$ cat src/verilog/cipher_ctrl_pkg.sv
package cipher_ctrl_pkg;

  ////////////////////////////////////////////////////////////
  // Sparse two-value flags
  ////////////////////////////////////////////////////////////

  // One rail per bit of a sparse flag
  localparam int unsigned Sp2VWidth = 3;

  typedef enum logic [Sp2VWidth-1:0] {
    SP2V_HIGH = 3'b011,
    SP2V_LOW  = 3'b100
  } sp2v_e;

  // Bit i set means rail i is active high
  localparam logic [Sp2VWidth-1:0] Sp2VHighBits = 3'b011;

  ////////////////////////////////////////////////////////////
  // Cipher configuration
  ////////////////////////////////////////////////////////////

  typedef enum logic {
    CIPH_FWD = 1'b0,
    CIPH_INV = 1'b1
  } ciph_op_e;

  typedef enum logic [1:0] {
    AES_128 = 2'b00,
    AES_192 = 2'b01,
    AES_256 = 2'b10  // 2'b11 is illegal
  } key_len_e;

  localparam int unsigned RoundCtrWidth = 4;

  localparam logic [RoundCtrWidth-1:0] NumRounds128 = 4'd10;
  localparam logic [RoundCtrWidth-1:0] NumRounds192 = 4'd12;
  localparam logic [RoundCtrWidth-1:0] NumRounds256 = 4'd14;

  // Add-round-key source, one-hot
  typedef enum logic [2:0] {
    ADD_RK_INIT  = 3'b001,
    ADD_RK_ROUND = 3'b010,
    ADD_RK_FINAL = 3'b100
  } add_rk_sel_e;

  // Selector outputs of one rail
  typedef struct packed {
    add_rk_sel_e add_rk_sel;
    ciph_op_e    key_expand_op;
  } rail_sel_t;

endpackage

$ cat src/verilog/cipher_ctrl_if.sv
// Decoded request bits fanned out to all rails
interface rail_in_if;
  logic [cipher_ctrl_pkg::Sp2VWidth-1:0] in_valid;     // Bit i feeds rail i
  logic [cipher_ctrl_pkg::Sp2VWidth-1:0] out_ready;
  logic [cipher_ctrl_pkg::Sp2VWidth-1:0] dec_key_gen;
  cipher_ctrl_pkg::ciph_op_e             op;
  cipher_ctrl_pkg::key_len_e             key_len;

  modport src (output in_valid, out_ready, dec_key_gen, op, key_len);
  modport dst (input  in_valid, out_ready, dec_key_gen, op, key_len);
endinterface

// Outputs of one rail
// Single-bit flags use the rail's polarity while round and sel are true values
interface rail_out_if;
  logic                                      in_ready;
  logic                                      out_valid;
  logic                                      state_we;
  logic [cipher_ctrl_pkg::RoundCtrWidth-1:0] round;
  cipher_ctrl_pkg::rail_sel_t                sel;

  modport rail (output in_ready, out_valid, state_we, round, sel);
  modport comb (input  in_ready, out_valid, state_we, round, sel);
endinterface

$ cat src/verilog/sp2v_decode.sv
module sp2v_decode (
  input  cipher_ctrl_pkg::sp2v_e    in_valid_i,
  input  cipher_ctrl_pkg::sp2v_e    out_ready_i,
  input  cipher_ctrl_pkg::sp2v_e    dec_key_gen_i,
  input  cipher_ctrl_pkg::ciph_op_e op_i,
  input  cipher_ctrl_pkg::key_len_e key_len_i,
  rail_in_if.src                    rail,
  output logic                      enc_err_o
);

  logic in_valid_err;
  logic out_ready_err;
  logic dec_key_gen_err;
  logic key_len_err;

  ////////////////////////////////////////////////////////////
  // Encoding checks
  ////////////////////////////////////////////////////////////

  assign in_valid_err = !(in_valid_i inside {cipher_ctrl_pkg::SP2V_HIGH,
                                             cipher_ctrl_pkg::SP2V_LOW});
  assign out_ready_err = !(out_ready_i inside {cipher_ctrl_pkg::SP2V_HIGH,
                                               cipher_ctrl_pkg::SP2V_LOW});
  assign dec_key_gen_err = !(dec_key_gen_i inside {cipher_ctrl_pkg::SP2V_HIGH,
                                                   cipher_ctrl_pkg::SP2V_LOW});

  // 2'b11 has no round count
  assign key_len_err = !(key_len_i inside {cipher_ctrl_pkg::AES_128,
                                           cipher_ctrl_pkg::AES_192,
                                           cipher_ctrl_pkg::AES_256});

  assign enc_err_o = in_valid_err | out_ready_err | dec_key_gen_err | key_len_err;

  ////////////////////////////////////////////////////////////
  // Fan-out to the rails
  ////////////////////////////////////////////////////////////

  // Raw bits, each rail interprets its own bit
  assign rail.in_valid    = in_valid_i;
  assign rail.out_ready   = out_ready_i;
  assign rail.dec_key_gen = dec_key_gen_i;
  assign rail.op          = op_i;
  assign rail.key_len     = key_len_i;

endmodule

$ cat src/verilog/round_rail_fsm.sv
module round_rail_fsm #(
  parameter bit          Polarity = 1'b1,  // 1 means active high
  parameter int unsigned RailIdx  = 0
) (
  input  logic     clk_i,
  input  logic     rst_ni,
  rail_in_if.dst   bit_i,
  input  logic     fatal_i,
  rail_out_if.rail out
);

  typedef enum logic [2:0] {
    IDLE,
    INIT,
    ROUND,
    FINISH,
    ERROR
  } state_e;

  state_e                                    state_q, state_d;
  logic [cipher_ctrl_pkg::RoundCtrWidth-1:0] round_q;
  logic [cipher_ctrl_pkg::RoundCtrWidth-1:0] nr_q, nr_sel;
  cipher_ctrl_pkg::ciph_op_e                 op_q;
  logic                                      dec_key_gen_q;

  logic in_valid, out_ready, dec_key_gen;  // True polarity
  logic in_ready, out_valid, state_we;
  logic accept;
  logic last_round;

  assign in_valid    = (bit_i.in_valid[RailIdx] == Polarity);
  assign out_ready   = (bit_i.out_ready[RailIdx] == Polarity);
  assign dec_key_gen = (bit_i.dec_key_gen[RailIdx] == Polarity);

  assign accept     = (state_q == IDLE) && in_valid;
  assign last_round = (round_q == nr_q);

  // Rounds per key length
  always_comb begin : sel_num_rounds
    unique case (bit_i.key_len)
      cipher_ctrl_pkg::AES_192: nr_sel = cipher_ctrl_pkg::NumRounds192;
      cipher_ctrl_pkg::AES_256: nr_sel = cipher_ctrl_pkg::NumRounds256;
      default:                  nr_sel = cipher_ctrl_pkg::NumRounds128;
    endcase
  end

  ////////////////////////////////////////////////////////////
  // Sequencer
  ////////////////////////////////////////////////////////////

  always_comb begin : next_state
    state_d = state_q;
    unique case (state_q)
      IDLE:    if (in_valid) state_d = INIT;
      INIT:    state_d = ROUND;
      ROUND:   if (last_round) state_d = FINISH;
      FINISH:  if (out_ready) state_d = IDLE;
      ERROR:   state_d = ERROR;  // Terminal until reset
      default: state_d = ERROR;
    endcase
    if (fatal_i) begin
      state_d = ERROR;
    end
  end

  always_ff @(posedge clk_i or negedge rst_ni) begin : regs
    if (!rst_ni) begin
      state_q       <= IDLE;
      round_q       <= '0;
      nr_q          <= cipher_ctrl_pkg::NumRounds128;
      op_q          <= cipher_ctrl_pkg::CIPH_FWD;
      dec_key_gen_q <= 1'b0;
    end else begin
      state_q <= state_d;
      if (accept) begin
        round_q       <= '0;
        nr_q          <= nr_sel;
        op_q          <= bit_i.op;
        dec_key_gen_q <= dec_key_gen;
      end else if (state_q == INIT || (state_q == ROUND && !last_round)) begin
        round_q <= round_q + 1'b1;
      end
    end
  end

  assign in_ready  = (state_q == IDLE);
  assign out_valid = (state_q == FINISH);
  // No state update while only the decryption key is generated
  assign state_we  = (state_q inside {INIT, ROUND}) && !dec_key_gen_q;

  // Back to rail polarity
  assign out.in_ready  = in_ready ~^ Polarity;
  assign out.out_valid = out_valid ~^ Polarity;
  assign out.state_we  = state_we ~^ Polarity;
  assign out.round     = round_q;

  always_comb begin : selectors
    out.sel.add_rk_sel = cipher_ctrl_pkg::ADD_RK_ROUND;
    if (state_q == INIT) begin
      out.sel.add_rk_sel = cipher_ctrl_pkg::ADD_RK_INIT;
    end else if (state_q == ROUND && last_round) begin
      out.sel.add_rk_sel = cipher_ctrl_pkg::ADD_RK_FINAL;
    end
    out.sel.key_expand_op = dec_key_gen_q ? cipher_ctrl_pkg::CIPH_FWD : op_q;
  end

endmodule

$ cat src/verilog/rail_combine.sv
module rail_combine #(
  parameter type payload_t = logic
) (
  input  payload_t rails_i [cipher_ctrl_pkg::Sp2VWidth],
  output payload_t comb_o,
  output logic     mismatch_o
);

  // One rail is enough to set a bit
  always_comb begin : or_rails
    comb_o = '0;
    for (int i = 0; i < cipher_ctrl_pkg::Sp2VWidth; i++) begin
      comb_o = payload_t'(comb_o | rails_i[i]);
    end
  end

  // Any rail off the OR result is a disagreement
  always_comb begin : check_rails
    mismatch_o = 1'b0;
    for (int i = 0; i < cipher_ctrl_pkg::Sp2VWidth; i++) begin
      if (rails_i[i] != comb_o) begin
        mismatch_o = 1'b1;
      end
    end
  end

endmodule

$ cat src/verilog/cipher_result.sv
module cipher_result (
  input  logic                                      clk_i,
  input  logic                                      rst_ni,
  rail_out_if.comb                                  rails [cipher_ctrl_pkg::Sp2VWidth],
  input  logic                                      enc_err_i,
  output logic                                      fatal_o,
  output cipher_ctrl_pkg::sp2v_e                    in_ready_o,
  output cipher_ctrl_pkg::sp2v_e                    out_valid_o,
  output logic                                      state_we_o,
  output logic [cipher_ctrl_pkg::RoundCtrWidth-1:0] round_o,
  output cipher_ctrl_pkg::add_rk_sel_e              add_rk_sel_o,
  output cipher_ctrl_pkg::ciph_op_e                 key_expand_op_o,
  output logic                                      alert_o
);

  logic [cipher_ctrl_pkg::Sp2VWidth-1:0]     in_ready_mr, out_valid_mr, state_we_mr;
  cipher_ctrl_pkg::rail_sel_t                sel_mr [cipher_ctrl_pkg::Sp2VWidth];
  logic [cipher_ctrl_pkg::RoundCtrWidth-1:0] round_mr [cipher_ctrl_pkg::Sp2VWidth];
  cipher_ctrl_pkg::rail_sel_t                sel;
  logic                                      sel_err, round_err, flag_err;
  logic                                      alert_q;

  // Restore true polarity per rail
  for (genvar i = 0; i < cipher_ctrl_pkg::Sp2VWidth; i++) begin : gen_rail
    assign in_ready_mr[i]  = rails[i].in_ready ~^ cipher_ctrl_pkg::Sp2VHighBits[i];
    assign out_valid_mr[i] = rails[i].out_valid ~^ cipher_ctrl_pkg::Sp2VHighBits[i];
    assign state_we_mr[i]  = rails[i].state_we ~^ cipher_ctrl_pkg::Sp2VHighBits[i];
    assign sel_mr[i]       = rails[i].sel;
    assign round_mr[i]     = rails[i].round;
  end

  rail_combine #(
    .payload_t ( cipher_ctrl_pkg::rail_sel_t )
  ) u_sel_comb (
    .rails_i    ( sel_mr  ),
    .comb_o     ( sel     ),
    .mismatch_o ( sel_err )
  );

  rail_combine #(
    .payload_t ( logic [cipher_ctrl_pkg::RoundCtrWidth-1:0] )
  ) u_round_comb (
    .rails_i    ( round_mr  ),
    .comb_o     ( round_o   ),
    .mismatch_o ( round_err )
  );

  // Flags must be all set or all clear
  assign flag_err = (|in_ready_mr  && !(&in_ready_mr))  ||
                    (|out_valid_mr && !(&out_valid_mr)) ||
                    (|state_we_mr  && !(&state_we_mr));

  ////////////////////////////////////////////////////////////
  // Sticky alert
  ////////////////////////////////////////////////////////////

  always_ff @(posedge clk_i or negedge rst_ni) begin : reg_alert
    if (!rst_ni) begin
      alert_q <= 1'b0;
    end else begin
      alert_q <= alert_q | enc_err_i | sel_err | round_err | flag_err;
    end
  end

  assign fatal_o = alert_q;
  assign alert_o = alert_q;

  // Handshake is blocked as soon as the alert is set
  assign in_ready_o  = (&in_ready_mr && !alert_q) ? cipher_ctrl_pkg::SP2V_HIGH
                                                   : cipher_ctrl_pkg::SP2V_LOW;
  assign out_valid_o = (&out_valid_mr && !alert_q) ? cipher_ctrl_pkg::SP2V_HIGH
                                                    : cipher_ctrl_pkg::SP2V_LOW;

  assign state_we_o      = &state_we_mr;
  assign add_rk_sel_o    = sel.add_rk_sel;
  assign key_expand_op_o = sel.key_expand_op;

endmodule

$ cat src/verilog/cipher_ctrl_top.sv
module cipher_ctrl_top (
  input  logic                                      clk_i,
  input  logic                                      rst_ni,
  // Request handshake
  input  cipher_ctrl_pkg::sp2v_e                    in_valid_i,
  output cipher_ctrl_pkg::sp2v_e                    in_ready_o,
  input  cipher_ctrl_pkg::ciph_op_e                 op_i,
  input  cipher_ctrl_pkg::key_len_e                 key_len_i,
  input  cipher_ctrl_pkg::sp2v_e                    dec_key_gen_i,
  // Result handshake
  output cipher_ctrl_pkg::sp2v_e                    out_valid_o,
  input  cipher_ctrl_pkg::sp2v_e                    out_ready_i,
  // Datapath control
  output logic                                      state_we_o,
  output logic [cipher_ctrl_pkg::RoundCtrWidth-1:0] round_o,
  output cipher_ctrl_pkg::add_rk_sel_e              add_rk_sel_o,
  output cipher_ctrl_pkg::ciph_op_e                 key_expand_op_o,
  output logic                                      alert_o
);

  logic enc_err;
  logic fatal;

  rail_in_if  u_rail_in ();
  rail_out_if u_rail_out [cipher_ctrl_pkg::Sp2VWidth] ();

  sp2v_decode u_decode (
    .in_valid_i    ( in_valid_i    ),
    .out_ready_i   ( out_ready_i   ),
    .dec_key_gen_i ( dec_key_gen_i ),
    .op_i          ( op_i          ),
    .key_len_i     ( key_len_i     ),
    .rail          ( u_rail_in     ),
    .enc_err_o     ( enc_err       )
  );

  ////////////////////////////////////////////////////////////
  // Redundant rails
  ////////////////////////////////////////////////////////////

  for (genvar i = 0; i < cipher_ctrl_pkg::Sp2VWidth; i++) begin : gen_rail
    round_rail_fsm #(
      .Polarity ( cipher_ctrl_pkg::Sp2VHighBits[i] ),
      .RailIdx  ( i                                )
    ) u_rail (
      .clk_i   ( clk_i         ),
      .rst_ni  ( rst_ni        ),
      .bit_i   ( u_rail_in     ),
      .fatal_i ( fatal         ),
      .out     ( u_rail_out[i] )
    );
  end

  cipher_result u_result (
    .clk_i           ( clk_i           ),
    .rst_ni          ( rst_ni          ),
    .rails           ( u_rail_out      ),
    .enc_err_i       ( enc_err         ),
    .fatal_o         ( fatal           ),
    .in_ready_o      ( in_ready_o      ),
    .out_valid_o     ( out_valid_o     ),
    .state_we_o      ( state_we_o      ),
    .round_o         ( round_o         ),
    .add_rk_sel_o    ( add_rk_sel_o    ),
    .key_expand_op_o ( key_expand_op_o ),
    .alert_o         ( alert_o         )
  );

endmodule

$ cat config.mk
export PLATFORM = sky130hd
export DESIGN_NAME = cipher_ctrl_top
export DESIGN_NICKNAME = d
export VERILOG_FILES = /design/src/verilog/cipher_ctrl_pkg.sv /design/src/verilog/cipher_ctrl_if.sv /design/src/verilog/sp2v_decode.sv /design/src/verilog/round_rail_fsm.sv /design/src/verilog/rail_combine.sv /design/src/verilog/cipher_result.sv /design/src/verilog/cipher_ctrl_top.sv
export SDC_FILE = /design/constraint.sdc
export NUM_CORES = 1
export LEC_CHECK = 0
export BUFFER_PORTS_ARGS = -buffer_cell sky130_fd_sc_hd__buf_4
export CAP_MARGIN = 20
export CORE_MARGIN = 2
export CORE_UTILIZATION = 45
export CTS_BUF_LIST = sky130_fd_sc_hd__clkbuf_4 sky130_fd_sc_hd__clkbuf_8
export CTS_CLUSTER_DIAMETER = 200
export CTS_CLUSTER_SIZE = 10
export DETAILED_ROUTE_END_ITERATION = 6
export GPL_TIMING_DRIVEN = 0
export HOLD_SLACK_MARGIN = 0.02
export PLACE_DENSITY = 0.69
export SLEW_MARGIN = 20
export SYNTH_ARGS = -nofsm -noshare
export SYNTH_HDL_FRONTEND = slang
export SYNTH_SLANG_ARGS = --single-unit
$ cat constraint.sdc
create_clock -name clk_i -period 1.8 [get_ports clk_i]
set_input_delay 0.27 -clock clk_i [delete_from_list [all_inputs] [get_ports clk_i]]
set_output_delay 0.27 -clock clk_i [all_outputs]
set_load 0.01 [all_outputs]
---- Yosys cells after proc, flatten, opt, wreduce, memory -nomap -nowiden ----
Cells that the tools add are included.
storage, ports and cells
  flip-flop bits (word level) ............. 40
  bits of input ports ..................... 14
cells by class
  add/subtract/negate cells ............... 3
  reductions and logical operators ........ 59
  bitwise gates (word level) .............. 13
  multiplexer cells ....................... 39
  equal/unequal tests ..................... 35
operators with widths
  cell                 number
  $mux 3               20
  $pmux 3 s4           3
  $eq 3x2->1 const B   9
  $mux 4               6
  $ne 4x4->1           6
  $ne 3x2->1 const B   6
  $reduce_and 3->1     6
  $reduce_bool 2->1    9
  $logic_and 1x1->1    17
  $or 4x4->4           4
  $logic_not 1->1      14
  $add 4x1->4 const B  3
  $eq 4x4->1           3
  $eq 3x1->1 const B   3
  $eq 3x3->1 const B   3
  $logic_not 3->1      3
  $mux 1               9
  $ne 3x1->1 const B   3
  $reduce_or 3->1      3
  $or 1x1->1           7
  $pmux 3 s2           1
  $logic_or 1x1->1     5
  $reduce_bool 3->1    1
  $eq 2x1->1 const B   1
  other kinds (3)      4

---- Longest topological paths before layout ----
Gate-level depths: netlist of run 1.
  depth in word-level cells ............... 13
  mapped depth ............................ 6
  gate-level depth less buffers ........... 5

---- Hierarchy ----
A second synthesis of run 1 with hierarchy kept.
second synthesis, totals
  cell total of the unflattened synthesis .. 258
  area, all modules ....................... 2,363.5 sq um
by module, submodules not included
  module                               cells an instance  times used  area each (sq um)
  round_rail_fsm (gen_rail[2].u_rail)  68                 1           674.4
  round_rail_fsm (gen_rail[1].u_rail)  63                 1           605.6
  round_rail_fsm (gen_rail[0].u_rail)  62                 1           599.3
  rail_combine                         11                 2           93.8
  sp2v_decode                          23                 1           150.1
  cipher_result                        20                 1           146.4

---- Worst setup path after synthesis of run 1 ----
Ideal clock, no wire load.
  path kind ............................... flip-flop to flip-flop
  start point ............................. register gen_rail[0].u_rail.state_q[0]
  end point ............................... register u_result.alert_q, in the netlist u_result.alert_o
  data arrival time ....................... 1,808 ps
  path slack .............................. -155 ps
  path buffers ............................ 1
  data required time ...................... 1,653 ps
  cell stages (with the launch flop) ...... 7
  path through ............................ dfrtp_1 buf_4 nor3b_4 nand4_1 or4_1 a2111oi_2 o2111ai_1
on the way
  cells in the longest elaborated chain, start to end .. 13
  elaborated cells between the ends (all ways) .. 34
  those cells by class .................... 6 x eq/ne; 5 x mux; 5 x bitwise; 18 x reduce/logical
ends and longest elaborated chain
  item                     line                                         RTL
  from (decl)              round_rail_fsm.sv:20                         state_e state_q, state_d;
  from (signal assigned)   round_rail_fsm.sv:74                         state_q <= state_d;
  $eq 3x2->1               round_rail_fsm.sv:89, round_rail_fsm.sv:101
  $logic_and 1x1->1        round_rail_fsm.sv:101                        end else if (state_q == ROUND && last_round) begin
  $mux 3                   round_rail_fsm.sv:101
  $mux 3                   round_rail_fsm.sv:99                         if (state_q == INIT) begin
  $or 4x4->4 (2 in a row)  rail_combine.sv:13                           comb_o = payload_t'(comb_o | rails_i[i]);
  $ne 4x4->1               rail_combine.sv:21                           if (rails_i[i] != comb_o) begin
  $mux 1 (3 in a row)      rail_combine.sv:21
  $or 1x1->1 (2 in a row)  cipher_result.sv:61                          alert_q <= alert_q | enc_err_i | sel_err | round_err | flag_err;
  $or 1x1->1 *             cipher_result.sv:61
  to (signal assigned)     cipher_result.sv:61
  to (decl)                cipher_result.sv:21                          logic alert_q;
Every way passes the cells marked *; elsewhere a longest branch is shown, timed or not.
A chain may end at the register's enable or synchronous reset.

---- Final worst setup path of run 1 ----
  start point ............................. register gen_rail[1].u_rail.round_q, in the netlist gen_rail[1].u_rail.out.round[1]
  end point ............................... register u_result.alert_q, in the netlist u_result.alert_o
on the way
  cells in the longest elaborated chain, start to end .. 13
  elaborated cells between the ends (all ways) .. 23
  those cells by class .................... 7 x eq/ne; 8 x mux; 7 x bitwise; 1 x reduce/logical
ends and longest elaborated chain
  item                       line                   RTL
  from (decl)                round_rail_fsm.sv:21   logic [cipher_ctrl_pkg::RoundCtrWidth-1:0] round_q;
  from (signal assigned)     round_rail_fsm.sv:81   round_q <= round_q + 1'b1;
  $eq 4x4->1                 round_rail_fsm.sv:36   assign last_round = (round_q == nr_q);
  $logic_and 1x1->1          round_rail_fsm.sv:101
  $mux 3                     round_rail_fsm.sv:101
  $mux 3                     round_rail_fsm.sv:99
  $or 4x4->4 (2 in a row)    rail_combine.sv:13
  $ne 4x4->1                 rail_combine.sv:21
  $mux 1 (3 in a row)        rail_combine.sv:21
  $or 1x1->1                 cipher_result.sv:61
  $or 1x1->1 * (2 in a row)  cipher_result.sv:61
Marks and branches as above.

==> results of run 1 <==
placed cells by master (no fill, tap or decap), types with 3 or more instances in the layout:
cell type / n
nor3b_2: 3
mux2i_1: 6
buf_6: 13
nand3b_1: 3
nand3_1: 9
nor2_1: 19
inv_1: 3
nand2b_1: 4
buf_4: 39
nand2_1: 26
mux2_2: 4
dfrtp_1: 26
xnor2_1: 7
and3_1: 3
a21oi_1: 10
a31oi_1: 3
clkbuf_8: 7
or3_1: 10
o211ai_1: 3
dfrtp_2: 5
xor2_1: 3
o21ai_0: 11
or2_2: 3
nor3_1: 5
nor2b_1: 7
ha_1: 5
dfstp_2: 3
metal layers:
metal	vias to the layer above	wire length (um)	global-route usage, %
li1	914	-	-
met1	923	2359	28.21
met2	44	2684	34.26
met3	8	206	4.923
met4	0	74	10.06
met5	-	0	0
worst max-delay path: cells and delay by family (launching register included):
kind             cells  cell delay (ps)
flip-flops           1              470
AO/OA/AOI/OAI        2              500
XOR/XNOR             1              200
AND/OR/NAND/NOR      2              730
power groups by stage:
stage / Sequential (uW) / Combinational (uW) / Clock (uW)
2_1_floorplan: 804 / 52.4 / 0
3_3_place_gp: 812 / 120 / 0
3_5_place_dp: 811 / 123 / 0
4_1_cts: 797 / 126 / 585
5_1_grt: 800 / 143 / 613
6_report: 798 / 126 / 571
state kept, by name (all words and copies together), names as in the netlist:
name / count
gen_rail.u_rail.dec_key_gen_q: 3
gen_rail.u_rail.nr_q: 6
gen_rail.u_rail.op_q: 3
gen_rail.u_rail.out.round: 12
gen_rail.u_rail.state_q: 9
u_result.alert_o: 1
cell families after synthesis:
logic type               after synthesis  share of synthesized area (%)
AO/OA/AOI/OAI                         40                          12.34
AND/OR/NAND/NOR                      112                          28.77
adder cells (fa/ha/maj)                5                          3.054
buffers and inverters                 13                          3.849
multiplexers                          10                          5.131
flip-flops                            34                          41.72
XOR/XNOR                              12                          5.132
area by class of cell:
| cell class | count | area share (%) |
|---|---|---|
| Sequential cell | 34 | 31.06 |
| Clock buffer | 6 | 2.754 |
| Clock inverter | 2 | 0.3612 |
| Inverter | 5 | 0.8578 |
| Multi-Input combinational cell | 179 | 44.70 |
| Tap cell | 52 | 2.348 |
| Timing Repair Buffer | 48 | 14.63 |
| Buffer | 8 | 3.296 |
metrics by stage:
stage          total power, uW  std cells  hold WS [ps]  util (%)  cell area, um2
2_1_floorplan            856.9        226        -25.59         -            2068
3_3_place_gp             931.6        307         248.6     53.62            2351
3_5_place_dp             934.5        307         253.3     53.62            2351
4_1_cts                   1509        332         143.7     61.50            2696
5_1_grt                   1555        334         162.4     63.21            2771
6_report                  1495        334         148.4     63.21            2771
worst min path at each step:
stage	endpoint	cells after the start	slack, ps
6_report	gen_rail[2].u_rail.dec_key_gen_q	2	150
5_1_grt	gen_rail[2].u_rail.dec_key_gen_q	2	160
4_1_cts	gen_rail[2].u_rail.dec_key_gen_q	2	140
3_5_place_dp	gen_rail[1].u_rail.state_q[1]	1	250
3_3_place_gp	gen_rail[1].u_rail.state_q[1]	1	250
2_1_floorplan	gen_rail[0].u_rail.dec_key_gen_q	0	-30
what timing repair did:
action                     in CTS  in global routing
pin swaps                      10                  5
cloned                          1                  1
resized for setup              29                 16
hold buffers                    1                  0
setup buffers                  15                  1
setup endpoints to repair      15                 29
hold endpoints to repair       31                  0
==> flow_summary.ini, run 1 <==
[outcome]
outcome = complete, but fails checks
failed_checks = setup timing

[die]
die_x_um = 71.47
die_h_um = 71.47
die_area_um2 = 5107
row_count = 24
initial_utilization_pct = 46.72
io_pins = 30
core_area_um2 = 4384

[synth]
synth-main-ff-cell = dfrtp_1
synth.distinct_cells = 42
synth_top_cell_by_area = dfrtp_1
yosysWarnings = 0
synth_largest_type_area_fraction_pct = 37.87
ys_ff_latch = 34
synth.top_cells.by_count = 31 x dfrtp_1, 27 x nand2_1, 22 x nor2_1
syn_area_per_cell_um2 = 9.063
syn_area_um2 = 2048
yosysMostFrequentCell = dfrtp_1
syn-num-nets = 245
synthCells = 226
synth-seq-area-share_pct = 41.72
synth_edf_count = 0
async_flop_share_pct = 100.0
synth_area_leaders = dfrtp_1 38%, nand2_1 4.9%, nor2_1 4.0%

[worst_setup_path]
cp_slowest_cell = or4_4
crit_start = gen_rail[1].u_rail.out.round[1]
endpoint = u_result.alert_o
cpPeakStageDelay_ps = 560
cp-end-kind = flop
path_max_fanout = 6
reg2reg_slack_ps = -220
ff2ff_path_depth = 5
worstReg2RegStart = gen_rail[1].u_rail.out.round[1]
crit_type = flop to flop
worstPathCellList = xnor2_2 > nand4_1 > or4_4 > a2111oi_4 > o2111ai_1
cp-start-kind = flop
arrival_ps = 2180
cp.required_ps = 1960
worst_r2r_endpoint = u_result.alert_o

[timing]
finalHoldViolCount = 0
clock_skew_ps = 9.641
rsz0062_at_grt = yes
relSlewSlack_pct = 62.00
layout_setup_ws_ps = -219.0
worstMarginPinSlew_ps = 565.3
period_needed_ps = 2019
setup_viol = 13
finalCritPeriodShare_pct = 112.2
fin_tns_setup_ps = -1635
timing.fmax_mhz = 495.3
final_max_slew_viol_count = 0

[power]
p_seq_share_pct = 53.4
leakage_uw = 0.001165
switchingPower_uw = 372.6
ir_worst_vdd_mv = 0.4452
powerDensity_nw_per_um2 = 539.3
p_int_uw = 1122
swShare_pct = 24.93
pwr-share-clk_pct = 38.2
comb_power_share_pct = 8.4

[drt]
remaining_drc_errors = 0
drtPass1Iterations = 4
vias_per_cell = 5.656
vias = 1889
drtIter0Drc = 94
ant_nets = 0
wire_per_inst_um = 15.94
wl_um = 5323

[place]
numPortBuffers = 29
dpl_worst_slack_ps = -340.4
gp_congestion = 0.8675
dp_hpwl_um = 3584

[grt]
grt_overflow = 0
grtUsageTotal_pct = 21.62
grt_pass1_wl_um = 8500
antenna_found_initial = 0
grt_pass1_vias = 1755
grt_max_degree = 35

[layout]
fin_nets = 300
n_antenna_cell = 0
area_growth_syn_to_layout_pct = 35.31
multi_input_area_um2 = 1239
fillers = 368
drive_gt1_share_pct = 35.82
regArea_um2 = 860.8

[cts]
path_clk_slew_ps = 80
clk_latency_ps = 290
cts_buffers = 5
htreeDepth = 2
cts_sinks = 34
cts_tree = yes
clockBufferDepth = 2
cts_root_buffer = clkbuf_8

[job]
drv_cap = 0

[min_path]
hold_path.class = input pin to flop
hold_start = dec_key_gen_i[2]
No activity file was read; power rests on OpenSTA's default activity.
==> run 2: changes to the inputs <==
Settings changed: CAP_MARGIN 20 to unset, PLACE_DENSITY 0.69 to 0.66.
Clock period 1.8 ns to 2 ns, I/O delays scaled along.
==> flow_summary.ini, run 2 (synthesized netlist as in run 1, its figures left out) <==
[outcome]
outcome = complete, but fails checks
failed_checks = setup timing

[timing]
timing.fmax_mhz = 482.9
final_max_slew_viol_count = 0
clock_skew_ps = 3.218
worstMarginPinSlew_ps = 919.2
setup_viol = 2
relSlewSlack_pct = 38.15
rsz0062_at_grt = yes
period_needed_ps = 2071
layout_setup_ws_ps = -70.98
hold_ws_ps = 204.2
finalCritPeriodShare_pct = 103.5
finalHoldViolCount = 0

[worst_setup_path]
cp-start-kind = flop
arrival_ps = 2220
crit_type = flop to flop
critical-path-top-delay-family = simple AND/OR/NAND/NOR gates
path_buf_inv = 0
worstPathCellList = xnor2_2 > nand4_1 > or4_4 > a2111oi_4 > o2111ai_1
cp-end-kind = flop
path_max_fanout = 3
cpPeakStageDelay_ps = 560
cp_slowest_cell = dfstp_2
cp.required_ps = 2140

[power]
power_uw = 1464
pwr-share-clk_pct = 43.3
powerDensity_nw_per_um2 = 522.1
ir_worst_vdd_mv = 0.4915
switchingPower_uw = 339.0
leakage_uw = 0.001175
p_int_uw = 1125
swShare_pct = 23.15
p_seq_share_pct = 49.0
comb_power_share_pct = 7.7

[cts]
htreeDepth = 2
cts_root_buffer = clkbuf_8
path_clk_slew_ps = 70
cts_tree = yes
cts_buffers = 5
clk_latency_ps = 280
cts_sinks = 34
clockBufferDepth = 2

[job]
drv_cap = 0

[die]
io_pins = 30
initial_utilization_pct = 46.72
die_x_um = 71.47
core_area_um2 = 4384
row_count = 24
die_area_um2 = 5107
die_h_um = 71.47

[layout]
postLayoutCellArea_um2 = 2804
fin_nets = 305
drive_gt1_share_pct = 37.98
area_growth_syn_to_layout_pct = 36.90
mostFrequentLayoutCells = 49 x buf_4, 27 x nand2_1, 23 x dfrtp_1
stdcell_count = 339
layout_commonest_cell = buf_4
fin_util_pct = 63.96
fillers = 381
n_antenna_cell = 0
largest_reg_flops = 12

[place]
gp_congestion = 0.8844
numPortBuffers = 29
placed_cell_area_um2 = 2331
dp_hpwl_um = 3658
placedCellCount = 307

[drt]
ant_nets = 0
wl_met3_um = 161
drtPass1Iterations = 4
routed-wl-met2_um = 2734
top_layer = met4
vias = 1905
wire_per_inst_um = 15.98
wl_met1_um = 2439
drtIter0Drc = 81
vias_per_cell = 5.619
remaining_drc_errors = 0
wl_um = 5416

[grt]
grt_max_degree = 35
grt_pass1_wl_um = 8976
grt_pass1_vias = 1937
grtUsageTotal_pct = 22.66
antenna_found_initial = 0
grt_overflow = 0

[min_path]
hold_path.class = input pin to flop
-- run 2: cell count changes in the layout (fill, tap and decap cells not counted), sizes merged --
cell	before	now
buf	53	59
clkinv	2	0
clkbuf	8	6
bufinv	0	1
clkinvlp	0	2
-- run 2: final timing paths --
check | from | endpoint | slack [ps] | depth (start not counted)
min reg2reg | gen_rail[0].u_rail.nr_q[1] | gen_rail[0].u_rail.nr_q[1] | 500 | 2
min in group asynchronous | rst_ni | gen_rail[1].u_rail.state_q[2] | 510 | 2
min | dec_key_gen_i[2] | gen_rail[2].u_rail.dec_key_gen_q | 200 | 2
max | gen_rail[1].u_rail.nr_q[1] | u_result.alert_o | -70 | 5
max reg2reg | gen_rail[1].u_rail.nr_q[1] | u_result.alert_o | -70 | 5
max in group asynchronous | rst_ni | gen_rail[0].u_rail.nr_q[1] | 1140 | 2
-- run 2: power groups by stage --
stage	Sequential [uW]	Clock [uW]	Combinational [uW]
global placement	730	0	109
floorplan	724	0	47.2
detailed placement	730	0	111
CTS	717	648	113
finish	717	634	112
global route	720	682	126
-- run 2: through the flow --
step,TNS [ps],setup slack [ps]
2_1_floorplan,0,45.34
3_3_place_gp,-503.6,-207.8
3_5_place_dp,-676.2,-217.4
4_1_cts,-33.35,-18.40
5_1_grt,-543.2,-186.3
6_report,-100.8,-70.98
-- run 2: timing repair --
item | 4_1_cts | 5_1_grt
gates cloned | 1 | 0
setup buffers | 22 | 2
hold endpoints to repair | 31 | 0
pin swaps | 15 | 3
hold buffers | 1 | 0
gates resized for setup | 27 | 14
endpoints found under the setup margin | 13 | 12
-- run 2: metal layers --
metal,vias to the layer above,GRT usage [%]
li1,928,-
met1,935,29.06
met2,36,38.17
met3,6,4.782
met4,0,7.547
met5,-,0
-- run 2: final cells by class --
| class | count | area [um2] | share of cell area (%) |
|---|---|---|---|
| Buffer | 6 | 70.07 | 2.499 |
| Sequential cell | 34 | 864.6 | 30.83 |
| Clock buffer | 5 | 68.82 | 2.454 |
| Inverter | 5 | 18.77 | 0.6693 |
| Multi-Input combinational cell | 179 | 1235 | 44.04 |
| Tap cell | 52 | 65.06 | 2.320 |
| Clock inverter | 3 | 45.04 | 1.606 |
| Timing Repair Buffer | 55 | 436.7 | 15.57 |
==> run 3: changes to the inputs <==
Settings changed: SETUP_SLACK_MARGIN set to 0.1.
==> flow_summary.ini, run 3 (synthesized netlist as in run 1, its figures left out) <==
[drt]
ant_nets = 0
remaining_drc_errors = 0
wl_um = 5182
wire_per_inst_um = 15.66
drtIter0Drc = 116
drtPass1Iterations = 4
vias_per_cell = 5.574
vias = 1845

[worst_setup_path]
arrival_ps = 2240
cp.required_ps = 2160
crit_type = flop to flop
cp-start-kind = flop
cp-end-kind = flop
path_max_fanout = 5

[layout]
postLayoutCellArea_um2 = 2773
largest_reg_flops = 12
layout_commonest_cell = buf_4
fin_util_pct = 63.24
drive_gt1_share_pct = 35.84
fin_nets = 297
n_antenna_cell = 0
stdcell_count = 331
area_growth_syn_to_layout_pct = 35.37
mostFrequentLayoutCells = 39 x buf_4, 27 x nand2_1, 24 x dfrtp_1

[timing]
period_needed_ps = 2085
finalCritPeriodShare_pct = 104.2
rsz0062_at_grt = yes
timing.fmax_mhz = 479.7
final_max_slew_viol_count = 0
finalHoldViolCount = 0
setup_viol = 5
worstMarginPinSlew_ps = 607.5
layout_setup_ws_ps = -84.79
clock_skew_ps = 2.955
relSlewSlack_pct = 59.16

[grt]
grt_max_degree = 35
grtUsageTotal_pct = 21.32
grt_overflow = 0
antenna_found_initial = 0
grt_pass1_vias = 1736
grt_pass1_wl_um = 8342

[cts]
path_clk_slew_ps = 70
cts_root_buffer = clkbuf_8
clk_latency_ps = 290
cts_buffers = 5
cts_tree = yes
clockBufferDepth = 2
cts_sinks = 34
htreeDepth = 2

[power]
powerDensity_nw_per_um2 = 526.2
ir_worst_vdd_mv = 0.4644
leakage_uw = 0.001157

[job]
drv_cap = 0

[outcome]
failed_checks = setup timing
outcome = complete, but fails checks

[place]
numPortBuffers = 29
placedCellCount = 307
placed_cell_area_um2 = 2332
dp_hpwl_um = 3587
gp_congestion = 0.9060

[die]
die_h_um = 71.47
core_area_um2 = 4384
io_pins = 30
die_x_um = 71.47
initial_utilization_pct = 46.72
die_area_um2 = 5107
row_count = 24

[min_path]
hold_path.class = input pin to flop
## run 3: cell count changes in the layout (fill, tap and decap cells not counted), sizes merged
cell	previous run	this run
buf	59	52
clkbuf	6	5
clkinv	0	2
clkinvlp	2	0
## run 3: final timing paths
check                                         startpoint                          endpoint  slack [ps]  cells past startpoint
max                        gen_rail[2].u_rail.state_q[2]                  u_result.alert_o         -80                      6
min                                     dec_key_gen_i[2]  gen_rail[2].u_rail.dec_key_gen_q         190                      2
max reg2reg                gen_rail[2].u_rail.state_q[2]                  u_result.alert_o         -80                      6
min reg2reg                      gen_rail[2].u_rail.op_q           gen_rail[2].u_rail.op_q         490                      2
max in group asynchronous                         rst_ni     gen_rail[0].u_rail.state_q[2]        1150                      2
min in group asynchronous                         rst_ni     gen_rail[1].u_rail.state_q[1]         500                      2
## run 3: repair_timing
item / 4_1_cts / 5_1_grt
hold buffers: 1 / 0
pin swaps: 8 / 7
setup buffers: 10 / 6
setup endpoints to repair: 18 / 23
endpoints found under the hold margin: 31 / 0
resized for setup: 29 / 17
## run 3: through the flow
step                      TNS (ps)  hold slack (ps)  setup WS (ps)  power (uW)
final                       -277.1            191.1         -84.79        1459
after global routing        -715.7            193.9         -128.6        1523
after CTS                   -141.0            186.0         -44.95        1470
after detailed placement    -505.9            279.1         -189.2       840.2
after global placement      -388.6            278.7         -163.6       837.9
after floorplan                  0            4.409          109.1       771.2
## run 3: worst max-delay path, cell delays in order (launching register included)
cell       delay (ps)
dfrtp_2           440
buf_4             170
nor2_1            150
nand2_1           130
or4_4             560
a2111oi_4         350
o2111ai_1         150
## run 3: power breakdown
group	internal (uW)	leakage (uW)	switching [uW]
Sequential	701	0.000420	19.1
Combinational	55.6	0.000679	57.7
Clock	367	0.0000579	259
## run 3: layout make-up
class                           instances  area [um2]
Clock inverter                          3       40.04
Tap cell                               52       65.06
Buffer                                  7       75.07
Fill cell                             363        1612
Sequential cell                        34       863.3
Clock buffer                            5       68.82
Inverter                                5       21.27
Multi-Input combinational cell        179        1252
Timing Repair Buffer                   46       386.6
## run 3: metal layers
layer	vias to the layer above	GRT usage, %	wire length (um)
met2	33	32.92	2481
met4	0	11.11	158
met3	12	4.079	197
li1	910	-	-
met5	-	0	0
met1	890	28.55	2345
